--- config.mk ---
export PLATFORM = sky130hd
export DESIGN_NAME = tdd_rf_top
export DESIGN_NICKNAME = d
export VERILOG_FILES = /design/src/logic/tdd_rf_pkg.sv /design/src/logic/rf_line_timer.sv /design/src/logic/rf_switch_bank.sv /design/src/logic/tdd_cfg_regs.sv /design/src/logic/tdd_frame_ctrl.sv /design/src/logic/tdd_rf_top.sv
export SDC_FILE = /design/constraint.sdc
export NUM_CORES = 2
export LEC_CHECK = 0
export ABC_AREA = 1
export BUFFER_PORTS_ARGS = -buffer_cell sky130_fd_sc_hd__buf_2
export CORE_MARGIN = 3
export CORE_UTILIZATION = 50
export CTS_BUF_LIST = sky130_fd_sc_hd__clkbuf_4 sky130_fd_sc_hd__clkbuf_8
export DETAILED_ROUTE_END_ITERATION = 10
export GPL_ROUTABILITY_DRIVEN = 0
export GPL_TIMING_DRIVEN = 1
export MAX_ROUTING_LAYER = met4
export PLACE_DENSITY = 0.66
export SYNTH_ARGS = -nofsm -noshare
export SYNTH_HDL_FRONTEND = slang
export SYNTH_SLANG_ARGS = --single-unit
--- constraint.sdc ---
create_clock -name clk -period 3.8 [get_ports clk]
set_clock_uncertainty 0.1 [all_clocks]
set_input_delay 0.19 -clock clk [delete_from_list [all_inputs] [get_ports clk]]
set_output_delay 0.19 -clock clk [all_outputs]
set_load 0.02 [all_outputs]
--- src/logic/tdd_rf_pkg.sv ---
package tdd_rf_pkg;

	typedef enum logic [1:0] {
		ph_dl  = 2'd0,
		ph_gp1 = 2'd1,
		ph_ul  = 2'd2,
		ph_gp2 = 2'd3
	} tdd_phase_t;

	localparam int cnt_w = 16;	// Phase and guard counter width

	typedef struct packed {
		logic [cnt_w-1:0] gp1_len;
		logic [cnt_w-1:0] gp2_len;
	} gp_len_t;

	typedef struct packed {
		tdd_phase_t       phase;
		logic [cnt_w-1:0] gp1_count;	// Zero outside GP1
		logic [cnt_w-1:0] gp2_count;	// Zero outside GP2
		logic             frame_start;
	} frame_status_t;

	typedef struct packed {
		logic [cnt_w-1:0] gp1_thr;	// DL to UL switch point
		logic [cnt_w-1:0] gp2_thr;	// UL to DL switch point
	} line_thr_t;

	localparam int num_lines = 10;

	typedef line_thr_t [num_lines-1:0] line_thr_array_t;

	// Lines below li_dac_rf switch early in GP1 and late in GP2
	typedef enum logic [3:0] {
		li_pa_ctrl    = 4'd0,
		li_tx_gain    = 4'd1,
		li_dac_rf     = 4'd2,
		li_sw_pa_rxfb = 4'd3,
		li_rx_gain    = 4'd4,
		li_pa_lna_en  = 4'd5,
		li_sw_pa_lna  = 4'd6,
		li_sw_rxfb    = 4'd7,
		li_sw_rxfb_n  = 4'd8,
		li_prdrv      = 4'd9
	} line_id_t;

	localparam logic [3:0] reg_enable    = 4'd0;
	localparam logic [3:0] reg_ta_long   = 4'd1;
	localparam logic [3:0] reg_pa_invert = 4'd2;
	localparam logic [3:0] reg_line_base = 4'd4;	// Line i at base plus i

	typedef struct packed {
		logic [7:0] pa_ctrl_en;
		logic       tx_gain_en;
		logic       dac_rf_on;
		logic [1:0] sw_pa_rxfb;
		logic [7:0] sw_rxfb_dv_en;
		logic [1:0] pa_lna_en;
		logic       rx_gain_en;
		logic [1:0] sw_pa_lna;
		logic       sw_rxfb;
		logic       sw_rxfb_n;
		logic [3:0] prdrv_en;
	} rf_ctrl_t;

endpackage

--- src/logic/rf_line_timer.sv ---
`timescale 1ns/1ps

module rf_line_timer #(
	parameter type   line_t   = logic,
	parameter line_t dl_level = '1,
	parameter line_t ul_level = '0
) (
	input  logic                        clk,
	input  logic                        reset,
	input  tdd_rf_pkg::frame_status_t   status,
	input  tdd_rf_pkg::line_thr_t       thr,
	output line_t                       line
);

	import tdd_rf_pkg::*;

	logic to_ul;	// GP1 past this line's switch point
	logic to_dl;	// GP2 past this line's switch point

	assign to_ul = (status.phase == ph_gp1) && (status.gp1_count > thr.gp1_thr);
	assign to_dl = (status.phase == ph_gp2) && (status.gp2_count > thr.gp2_thr);

	always_ff @(posedge clk) begin
		if (reset)
			line <= dl_level;
		else if (status.phase == ph_dl)
			line <= dl_level;
		else if (to_ul)
			line <= ul_level;
		else if (to_dl)
			line <= dl_level;
		else if (status.phase == ph_ul)
			line <= ul_level;
	end

	// A DL cycle forces the line back regardless of thresholds
	a_dl_level: assert property (@(posedge clk) disable iff (reset)
		status.phase == ph_dl |=> line == dl_level)
		else $error("Line not at DL level after DL cycle");

endmodule

--- src/logic/rf_switch_bank.sv ---
`timescale 1ns/1ps

module rf_switch_bank (
	input  logic                          clk,
	input  logic                          reset,
	input  logic                          pa_invert,
	input  logic [2:0]                    ant_sel,
	input  tdd_rf_pkg::frame_status_t     status,
	input  tdd_rf_pkg::line_thr_array_t   thr,
	output tdd_rf_pkg::rf_ctrl_t          rf
);

	import tdd_rf_pkg::*;

	// DL levels with UL as the complement of each field
	localparam rf_ctrl_t dl_lvl = '{
		pa_ctrl_en:    8'hff,
		tx_gain_en:    1'b0,
		dac_rf_on:     1'b1,
		sw_pa_rxfb:    2'b11,
		sw_rxfb_dv_en: 8'hff,
		pa_lna_en:     2'b11,
		rx_gain_en:    1'b1,
		sw_pa_lna:     2'b11,
		sw_rxfb:       1'b0,
		sw_rxfb_n:     1'b1,
		prdrv_en:      4'hf
	};

	logic [7:0] pa_ctrl_q;
	logic       tx_gain_q;
	logic       dac_rf_q;
	logic [1:0] sw_pa_rxfb_q;
	logic       rx_gain_q;
	logic [1:0] pa_lna_q;	// Before polarity inversion
	logic [1:0] sw_pa_lna_q;	// Before polarity inversion
	logic       sw_rxfb_q;
	logic       sw_rxfb_n_q;
	logic [3:0] prdrv_q;
	logic [7:0] dv_en_q;

	rf_line_timer #(.line_t(logic [7:0]), .dl_level(dl_lvl.pa_ctrl_en),
		.ul_level(~dl_lvl.pa_ctrl_en)) u_pa_ctrl (
		.clk(clk), .reset(reset), .status(status), .thr(thr[li_pa_ctrl]), .line(pa_ctrl_q));

	rf_line_timer #(.line_t(logic), .dl_level(dl_lvl.tx_gain_en),
		.ul_level(~dl_lvl.tx_gain_en)) u_tx_gain (
		.clk(clk), .reset(reset), .status(status), .thr(thr[li_tx_gain]), .line(tx_gain_q));

	rf_line_timer #(.line_t(logic), .dl_level(dl_lvl.dac_rf_on),
		.ul_level(~dl_lvl.dac_rf_on)) u_dac_rf (
		.clk(clk), .reset(reset), .status(status), .thr(thr[li_dac_rf]), .line(dac_rf_q));

	rf_line_timer #(.line_t(logic [1:0]), .dl_level(dl_lvl.sw_pa_rxfb),
		.ul_level(~dl_lvl.sw_pa_rxfb)) u_sw_pa_rxfb (
		.clk(clk), .reset(reset), .status(status), .thr(thr[li_sw_pa_rxfb]),
		.line(sw_pa_rxfb_q));

	rf_line_timer #(.line_t(logic), .dl_level(dl_lvl.rx_gain_en),
		.ul_level(~dl_lvl.rx_gain_en)) u_rx_gain (
		.clk(clk), .reset(reset), .status(status), .thr(thr[li_rx_gain]), .line(rx_gain_q));

	rf_line_timer #(.line_t(logic [1:0]), .dl_level(dl_lvl.pa_lna_en),
		.ul_level(~dl_lvl.pa_lna_en)) u_pa_lna_en (
		.clk(clk), .reset(reset), .status(status), .thr(thr[li_pa_lna_en]), .line(pa_lna_q));

	rf_line_timer #(.line_t(logic [1:0]), .dl_level(dl_lvl.sw_pa_lna),
		.ul_level(~dl_lvl.sw_pa_lna)) u_sw_pa_lna (
		.clk(clk), .reset(reset), .status(status), .thr(thr[li_sw_pa_lna]),
		.line(sw_pa_lna_q));

	rf_line_timer #(.line_t(logic), .dl_level(dl_lvl.sw_rxfb),
		.ul_level(~dl_lvl.sw_rxfb)) u_sw_rxfb (
		.clk(clk), .reset(reset), .status(status), .thr(thr[li_sw_rxfb]), .line(sw_rxfb_q));

	rf_line_timer #(.line_t(logic), .dl_level(dl_lvl.sw_rxfb_n),
		.ul_level(~dl_lvl.sw_rxfb_n)) u_sw_rxfb_n (
		.clk(clk), .reset(reset), .status(status), .thr(thr[li_sw_rxfb_n]),
		.line(sw_rxfb_n_q));

	rf_line_timer #(.line_t(logic [3:0]), .dl_level(dl_lvl.prdrv_en),
		.ul_level(~dl_lvl.prdrv_en)) u_prdrv (
		.clk(clk), .reset(reset), .status(status), .thr(thr[li_prdrv]), .line(prdrv_q));

	// One-cold feedback antenna select
	always_ff @(posedge clk) begin
		if (reset)
			dv_en_q <= dl_lvl.sw_rxfb_dv_en;
		else
			dv_en_q <= ~(8'd1 << ant_sel);
	end

	// Inverted PA polarity swaps the LNA path drive
	assign rf = '{
		pa_ctrl_en:    pa_ctrl_q,
		tx_gain_en:    tx_gain_q,
		dac_rf_on:     dac_rf_q,
		sw_pa_rxfb:    sw_pa_rxfb_q,
		sw_rxfb_dv_en: dv_en_q,
		pa_lna_en:     pa_lna_q ^ {2{pa_invert}},
		rx_gain_en:    rx_gain_q,
		sw_pa_lna:     sw_pa_lna_q ^ {2{pa_invert}},
		sw_rxfb:       sw_rxfb_q,
		sw_rxfb_n:     sw_rxfb_n_q,
		prdrv_en:      prdrv_q
	};

endmodule

--- src/logic/tdd_cfg_regs.sv ---
`timescale 1ns/1ps

module tdd_cfg_regs #(
	parameter int unsigned gp_total     = 70,
	parameter int unsigned ta_short_len = 26,
	parameter int unsigned ta_long_len  = 40
) (
	input  logic                          clk,
	input  logic                          reset,
	input  logic                          cfg_wr,
	input  logic [3:0]                    cfg_addr,
	input  logic [31:0]                   cfg_wdata,
	output logic                          enable,
	output logic                          pa_invert,
	output tdd_rf_pkg::gp_len_t           gp_len,
	output tdd_rf_pkg::line_thr_array_t   thr
);

	import tdd_rf_pkg::*;

	logic             ta_long_q;
	logic [31:0]      line_off [num_lines];	// GP2 offset high and GP1 offset low
	logic [cnt_w-1:0] gp1_sel;
	logic [cnt_w-1:0] gp2_sel;
	logic [3:0]       line_idx;
	logic             line_hit;

	assign line_idx = cfg_addr - reg_line_base;
	assign line_hit = (cfg_addr >= reg_line_base) && (int'(line_idx) < num_lines);

	always_ff @(posedge clk) begin
		if (reset) begin
			enable    <= 1'b0;
			ta_long_q <= 1'b0;
			pa_invert <= 1'b0;
			line_off  <= '{default: '0};
		end else if (cfg_wr) begin
			case (cfg_addr)
				reg_enable:    enable    <= cfg_wdata[0];
				reg_ta_long:   ta_long_q <= cfg_wdata[0];
				reg_pa_invert: pa_invert <= cfg_wdata[0];
				default: begin
					if (line_hit)
						line_off[line_idx] <= cfg_wdata;
				end
			endcase
		end
	end

	// Long TA moves time from GP1 into GP2 and keeps the sum fixed
	always_comb begin
		gp2_sel = ta_long_q ? cnt_w'(ta_long_len) : cnt_w'(ta_short_len);
		gp1_sel = cnt_w'(gp_total) - gp2_sel;
	end

	always_ff @(posedge clk) begin
		gp_len.gp1_len <= gp1_sel;
		gp_len.gp2_len <= gp2_sel;
		for (int i = 0; i < num_lines; i++) begin
			if (i < int'(li_dac_rf)) begin
				// Early line leaves DL soon after GP1 starts
				thr[i].gp1_thr <= line_off[i][15:0];
				thr[i].gp2_thr <= gp2_sel - line_off[i][31:16] - 16'd2;
			end else begin
				// Late line leaves DL just before UL
				thr[i].gp1_thr <= gp1_sel - line_off[i][15:0] - 16'd2;
				thr[i].gp2_thr <= line_off[i][31:16];
			end
		end
	end

	// GP1 must not vanish with long TA
	a_ta_fits: assert property (@(posedge clk) ta_long_len < gp_total)
		else $error("ta_long_len %0d not below gp_total %0d", ta_long_len, gp_total);

endmodule

--- src/logic/tdd_frame_ctrl.sv ---
`timescale 1ns/1ps

module tdd_frame_ctrl #(
	parameter int unsigned dl_len = 40,
	parameter int unsigned ul_len = 30
) (
	input  logic                        clk,
	input  logic                        reset,
	input  logic                        enable,
	input  tdd_rf_pkg::gp_len_t         gp_len,
	output tdd_rf_pkg::frame_status_t   status
);

	import tdd_rf_pkg::*;

	tdd_phase_t       phase_q;
	logic [cnt_w-1:0] phase_cnt;	// DL and UL position
	logic [cnt_w-1:0] gp1_cnt;
	logic [cnt_w-1:0] gp2_cnt;
	logic             frame_start_q;
	logic             running;
	gp_len_t          gp_q;		// Guard lengths for the current frame
	logic             phase_done;
	logic             frame_end;
	logic             start_frame;

	always_comb begin
		case (phase_q)
			ph_dl:   phase_done = (phase_cnt == cnt_w'(dl_len - 1));
			ph_gp1:  phase_done = (gp1_cnt == gp_q.gp1_len - 16'd1);
			ph_ul:   phase_done = (phase_cnt == cnt_w'(ul_len - 1));
			default: phase_done = (gp2_cnt == gp_q.gp2_len - 16'd1);
		endcase
	end

	assign frame_end   = running && (phase_q == ph_gp2) && phase_done;
	assign start_frame = enable && (!running || frame_end);

	always_ff @(posedge clk) begin
		if (reset || !enable) begin
			phase_q       <= ph_dl;
			phase_cnt     <= '0;
			gp1_cnt       <= '0;
			gp2_cnt       <= '0;
			frame_start_q <= 1'b0;
			running       <= 1'b0;
		end else if (start_frame) begin
			phase_q       <= ph_dl;
			phase_cnt     <= '0;
			gp1_cnt       <= '0;
			gp2_cnt       <= '0;
			frame_start_q <= 1'b1;	// First DL cycle of the frame
			running       <= 1'b1;
		end else begin
			frame_start_q <= 1'b0;
			case (phase_q)
				ph_dl: begin
					phase_cnt <= phase_done ? '0 : phase_cnt + 16'd1;
					if (phase_done)
						phase_q <= ph_gp1;
				end
				ph_gp1: begin
					gp1_cnt <= phase_done ? '0 : gp1_cnt + 16'd1;
					if (phase_done)
						phase_q <= ph_ul;
				end
				ph_ul: begin
					phase_cnt <= phase_done ? '0 : phase_cnt + 16'd1;
					if (phase_done)
						phase_q <= ph_gp2;
				end
				default: gp2_cnt <= gp2_cnt + 16'd1;	// End handled by start_frame
			endcase
		end
	end

	always_ff @(posedge clk) begin
		if (start_frame)
			gp_q <= gp_len;
	end

	assign status = '{
		phase:       phase_q,
		gp1_count:   gp1_cnt,
		gp2_count:   gp2_cnt,
		frame_start: frame_start_q
	};

	a_phase_order: assert property (@(posedge clk) disable iff (reset)
		(status.phase != $past(status.phase)) |->
			(status.phase == ph_dl || status.phase == $past(status.phase) + 2'd1))
		else $error("Phase jumped out of order");

	a_start_in_dl: assert property (@(posedge clk) disable iff (reset)
		status.frame_start |-> status.phase == ph_dl)
		else $error("frame_start outside DL");

endmodule

--- src/logic/tdd_rf_top.sv ---
`timescale 1ns/1ps

module tdd_rf_top #(
	parameter int unsigned dl_len       = 40,
	parameter int unsigned ul_len       = 30,
	parameter int unsigned gp_total     = 70,
	parameter int unsigned ta_short_len = 26,
	parameter int unsigned ta_long_len  = 40
) (
	input  logic                    clk,
	input  logic                    reset,
	input  logic                    cfg_wr,
	input  logic [3:0]              cfg_addr,
	input  logic [31:0]             cfg_wdata,
	input  logic [2:0]              ant_sel,
	output tdd_rf_pkg::rf_ctrl_t    rf,
	output tdd_rf_pkg::tdd_phase_t  phase,
	output logic                    frame_start
);

	import tdd_rf_pkg::*;

	logic            enable;
	logic            pa_invert;
	gp_len_t         gp_len;
	line_thr_array_t thr;
	frame_status_t   status;

	tdd_cfg_regs #(
		.gp_total    (gp_total),
		.ta_short_len(ta_short_len),
		.ta_long_len (ta_long_len)
	) u_cfg_regs (
		.clk      (clk),
		.reset    (reset),
		.cfg_wr   (cfg_wr),
		.cfg_addr (cfg_addr),
		.cfg_wdata(cfg_wdata),
		.enable   (enable),
		.pa_invert(pa_invert),
		.gp_len   (gp_len),
		.thr      (thr)
	);

	tdd_frame_ctrl #(
		.dl_len(dl_len),
		.ul_len(ul_len)
	) u_frame_ctrl (
		.clk   (clk),
		.reset (reset),
		.enable(enable),
		.gp_len(gp_len),
		.status(status)
	);

	rf_switch_bank u_switch_bank (
		.clk      (clk),
		.reset    (reset),
		.pa_invert(pa_invert),
		.ant_sel  (ant_sel),
		.status   (status),
		.thr      (thr),
		.rf       (rf)
	);

	assign phase       = status.phase;
	assign frame_start = status.frame_start;	// One cycle at each frame start

endmodule

---- Word level (Yosys, flattened, before mapping) ----
Index checks and enable logic that the tools add are counted.
storage, ports and cells
  word-level logic and storage cells ...... 212
  register bits ........................... 790
  output and inout bits ................... 34
  input port bits ......................... 42
cells by class
  multiplexer cells ....................... 37
  bitwise logic cells ..................... 5
  add/subtract/negate cells ............... 27
  $lt $le $gt $ge ......................... 24
  eq/ne operators ......................... 12
  reduce and logical (&&, ||, !) cells .... 52
  shifts and indexed selects .............. 1
operators by type and width
  cell                   count
  $bwmux 320             1
  $gt 16x16->1           20
  $sub 16x16->16         10
  $sub 16x2->16 const B  10
  $demux 32 s4           1
  $add 16x1->16 const B  3
  $reduce_bool 3->1      11
  $eq 16x16->1           2
  $mux 16                2
  $mux 32                1
  $sub 16x1->16 const B  2
  $logic_and 1x1->1      25
  $mux 8                 3
  $mux 2                 10
  $eq 16x5->1 const B    1
  $eq 16x6->1 const B    1
  $sub 7x16->16 const A  1
  $mux 1                 13
  $mux 4                 3
  $not 8->8              1
  $shl 1x3->8 const A    1
  $mux 6                 1
  $ne 2x1->1 const B     3
  $pmux 2 s3             1
  other kinds (22)       31

---- Logic depth before layout (Yosys ltp) ----
  depth after elaboration ................. 7
  mapped depth ............................ 16
  mapped depth without buffers ............ 16

---- Hierarchy ----
Synthesis repeated with hierarchy kept, for this count alone.
unflattened totals
  cells, all modules ...................... 4905
  area total of the unflattened synthesis .. 38121.6 um2
modules (own cells, without submodules)
  module                                          cells each  area an instance (um2)  sequential area each (um2)  times used
  tdd_cfg_regs                                    2761        23850.4                 12912.4                     1
  tdd_frame_ctrl                                  569         4625.7                  2001.9                      1
  rf_line_timer at u_switch_bank.u_pa_lna_en ...  152         929.6                   20.0                        3
  rf_line_timer at u_switch_bank.u_dac_rf ...     151         922.1                   20.0                        3
  rf_line_timer at u_switch_bank.u_sw_rxfb ...    153         915.9                   20.0                        2
  rf_line_timer at u_switch_bank.u_pa_ctrl        158         974.7                   20.0                        1
  rf_line_timer at u_switch_bank.u_prdrv          154         944.7                   20.0                        1
  rf_switch_bank                                  48          339.1                   160.2                       1

---- Worst setup path before layout ----
OpenSTA, ideal clock, no wires.
  path type ............................... reg2reg
  start point ............................. register u_cfg_regs.ta_long_q
  end point ............................... register, netlist name u_cfg_regs.thr[251]
  buffers on the path ..................... 0
  period minus slack after synthesis ...... 2.980 ns
  setup time .............................. 0.120 ns
  arrival time ............................ 2.760 ns
  required time ........................... 3.580 ns
  setup slack ............................. 0.820 ns
  cell stages (with the launch flop) ...... 16
  path through ............................ dfxtp_1 -> inv_1 -> ha_1 -> inv_1 -> ha_1 -> inv_1 -> fa_1 -> o21ai_0 -> nand2_1 -> nand2_1 -> nand2_1 -> nand2_1 -> nand3_1 -> nor2_1 -> nand2_1 -> xor2_1
between the ends
  longest elaborated chain between the ends .. 4
ends and longest elaborated chain
  element                          line                text
  from (decl)                      tdd_cfg_regs.sv:21  logic ta_long_q;
  from (signal assigned)           tdd_cfg_regs.sv:40  reg_ta_long: ta_long_q <= cfg_wdata[0];
  $mux 6                           tdd_cfg_regs.sv:52  gp2_sel = ta_long_q ? cnt_w'(ta_long_len) : cnt_w'(ta_short_len);
  $sub 7x16->16                    tdd_cfg_regs.sv:53  gp1_sel = cnt_w'(gp_total) - gp2_sel;
  named net u_cfg_regs.gp1_sel[5]  tdd_cfg_regs.sv:23  logic [cnt_w-1:0] gp1_sel;
  $sub 16x16->16                   tdd_cfg_regs.sv:66  thr[i].gp1_thr <= gp1_sel - line_off[i][15:0] - 16'd2;
  $sub 16x2->16                    tdd_cfg_regs.sv:66
The timed path passes the listed nets, and every way through them passes these cells.
A chain may end at the register's enable or synchronous reset.

---- Worst setup path in the final report ----
  start point ............................. register u_cfg_regs.ta_long_q
  end point ............................... register, netlist name u_cfg_regs.thr[221]
between the ends
  longest elaborated chain between the ends .. 4
ends and longest elaborated chain
  element                          line
  $mux 6                           tdd_cfg_regs.sv:52
  $sub 7x16->16                    tdd_cfg_regs.sv:53
  named net u_cfg_regs.gp1_sel[5]  tdd_cfg_regs.sv:23
  $sub 16x16->16                   tdd_cfg_regs.sv:66
  $sub 16x2->16                    tdd_cfg_regs.sv:66
The timed path passes the listed nets, and every way through them passes these cells.

==> impl_metrics.yaml <==
floorplanning:
  core_um2: 66300
  die_area_um2: 70800
  rows: 94
  initial_utilization_pct: 51.0
  die_y_um: 266
  die_x_um: 266
  io_pins: 76
synthesis:
  async_flop_share_pct: 0
  synth_xor_xnor_area_share_pct: 3.86
  synthMuxAreaShare_pct: 0
  yosys_warnings: 0
  synth_flop_cell: "dfxtp_1"
  ys_ff_latch: 717
  yosys.area_share.simple_pct: 17.1
  syn_area_um2: 33800
  synth_edf_count: 2
  syn_nets: 4682
  synth_compound_area_share_pct: 11.3
  synth_top_family_by_area: "simple AND/OR/NAND/NOR gates"
  syn-mean-instance-area_um2: 8.02
  ys_seq_area_share_pct: 42.5
  synth_fa_ha_area_share_pct: 16.0
  netlist-cell-type-count: 44
  synthCells: 4213
worst_setup_path:
  cp_top_family: "adder cells"
  critPathBufInv: 4
  crit_cells: 16
  worstPathRequired_ns: 4.29
  cp_max_fo: 10
  slowest_stage: "dfxtp_1"
  worstPathCellList: "buf_4, inv_1, buf_4, ha_1, inv_1, ha_1, fa_1, nand2_1, nand2_1, a21oi_1, o21bai_1, nand2_1, nor2_1, nand3_1, o21bai_1, nand2_1"
  slowest_delay_ns: 0.31
  worst_path_most_repeated_cell: "nand2_1"
  cp-start-kind: "flip-flop"
  rr_worst_depth: 16
  cp.arrival_ns: 3.42
  cp-end-kind: "flip-flop"
  crit_type: "flip-flop to flip-flop"
global_route:
  overflow: 0
  antenna_found_initial: 3
  track_usage_pct: 25.4
  grt_pass1_wl_mm: 136
  grt_max_degree: 139
  grt_pass1_vias: 24672
final_layout:
  fin_cells: 5302
  syn2layout_area_growth_pct: 12.6
  nNetsFinal: 4813
  drive_gt1_share_pct: 8.21
  post-route-util_pct: 57.4
  design_area_um2: 38000
hold_path:
  hold_depth: 4
  hp-class: "input pin to flip-flop"
placed_design:
  place_ws_ns: 0.899
  portBuffers: 75
  place_area_um2: 34900
  post-dp-hpwl_mm: 59.0
  dp.cells: 5043
sta:
  rsz0062_at_grt: "no"
  worst_slew_margin_rel_pct: 29.9
  fin_crit_sh_pct: 77.1
  min_period_ns: 2.93
  timing.fmax_ghz: 0.341
  hold_viol_final: 0
  holdWs_ns: 0.165
  finalSetupViolations: 0
  worst-slew-pin-transition_ns: 1.05
  finalSetupTns_ns: 0
  setup_ws_ns: 0.872
  finalMaxSlewViolations: 0
power_and_ir_drop:
  p_total_mw: 16.5
  p_per_area_nw_per_um2: 435
  leakagePower_nw: 17.7
  irDropWorstVdd_mv: 0.250
drt:
  vias: 26827
  wl_met3_mm: 5.51
  highest_layer: "met4"
  drt_iter0_drc: 2021
  drtPass1Iterations: 5
  routed_wl_mm: 87.6
  met2_wirelength_mm: 38.0
  wire_per_inst_um: 16.5
  met1_length_mm: 41.7
  via_per_inst: 5.06
  ant_nets: 0
  drc: 0
clocking:
  root_buffer: "clkbuf_8"
  cts_resized: 0
  clk_latency_ns: 0.73
  numCtsBuffers: 114
  clk_path_buf_depth: 3
  cts-htree-levels: 3
  cts_sinks: 717
  clk_pin_slew_ns: 0.06
  cts_tree: "done"
flow_run:
  max-cap-violations: 0
status:
  outcome: "complete, no violations"
[layout by cell type, fill, tap and decap left out, types with 3 or more instances in the layout]
cell	instances
a21oi_1	314
buf_4	47
diode_2	3
nand3_1	100
clkbuf_4	28
o21ai_0	389
o21a_1	7
nor4_1	9
a41oi_1	3
dlygate4sd3_1	49
dfxtp_1	715
nand2_1	474
clkinv_1	3
nor3_1	50
nor2_1	650
o221ai_1	3
nor2_2	7
nand2_4	3
bufinv_16	5
buf_2	75
nand4_1	53
a31oi_1	9
nand3b_1	13
nor2_4	12
clkinv_2	15
nand3_4	3
ha_1	417
or2_2	4
fa_1	10
clkbuf_8	155
clkinvlp_4	4
inv_1	628
o211ai_1	7
o21bai_1	8
xor2_1	128
xnor2_1	21
[synth_stat cells, types with 8 or more instances]
master / number / share of area [%]
xor2_1: 128 / 3.3
inv_1: 629 / 7.0
buf_4: 21 / 0.47
ha_1: 417 / 15
fa_1: 10 / 0.59
o21bai_1: 8 / 0.18
a31oi_1: 9 / 0.17
nand2_1: 474 / 5.3
nand3_1: 100 / 1.5
nor2_4: 12 / 0.40
a21oi_1: 314 / 4.6
nor2_1: 654 / 7.3
clkbuf_1: 100 / 1.1
buf_1: 31 / 0.34
nand3b_1: 13 / 0.29
o21ai_0: 389 / 5.8
nand4_1: 53 / 0.98
nor4_1: 9 / 0.17
xnor2_1: 21 / 0.54
dfxtp_1: 715 / 42
nor3_1: 50 / 0.74
[power by group]
part,internal [mW],switching (mW),total [mW]
logic,0.468,0.838,1.31
registers,7.83,0.105,7.94
clock network,4.23,3.06,7.29
[area by class of cell]
| class | count | area (um^2) |
|---|---|---|
| inverters | 633 | 2390 |
| fillers | 6038 | 28300 |
| diodes | 3 | 7.51 |
| flip-flops and latches | 717 | 14400 |
| repair buffers | 172 | 1240 |
| clock inverters | 24 | 255 |
| well taps | 864 | 1080 |
| clock buffers | 183 | 2340 |
| multi-input cells | 2706 | 16400 |
[per-layer routing]
metal	vias to the layer above	GRT usage (%)
met2	643	38.9
met1	12244	34.6
met4	0	8.30
li1	13773	-
met5	-	-
met3	167	3.60
[final timing paths]
| kind | to | slack (ns) | from |
|---|---|---|---|
| setup / recovery | u_cfg_regs.thr[221] | 0.87 | u_cfg_regs.ta_long_q |
| hold / removal | u_switch_bank.dv_en_q[2] | 0.17 | ant_sel[0] |
| setup reg to reg | u_cfg_regs.thr[221] | 0.87 | u_cfg_regs.ta_long_q |
| hold reg to reg | u_cfg_regs.thr[192] | 0.23 | u_cfg_regs.line_off[112] |
[registers in the layout (all words and copies together) (netlist names), 2 cells and up]
name,cells
u_frame_ctrl.gp2_cnt,16
u_frame_ctrl.gp1_cnt,16
u_frame_ctrl.gp_q,2
u_cfg_regs.thr,320
u_switch_bank.dv_en_q,8
u_cfg_regs.gp_len,2
u_frame_ctrl.phase_q,2
u_cfg_regs.line_off,320
u_frame_ctrl.phase_cnt,16
[cell families after synthesis]
logic type	Yosys count
compound gates	745
simple gates	1385
buf+inv	790
fa+ha+maj	427
flops	717
xor+xnor	149
[worst register-to-register path: stages, from the launching register on]
cell and delay [ns]:
dfxtp_1 0.31, buf_4 0.18, inv_1 0.15, buf_4 0.26, ha_1 0.27, inv_1 0.06, ha_1 0.17, fa_1 0.21
nand2_1 0.06, nand2_1 0.09, a21oi_1 0.08, o21bai_1 0.26, nand2_1 0.08, nor2_1 0.20, nand3_1 0.13, o21bai_1 0.15
nand2_1 0.06
[timing repair]
action	4_1_cts	5_1_grt
buffers inserted	0	0
hold buffers	49	0
hold endpoints to repair	337	0
Power figures use the tool's default switching activity.
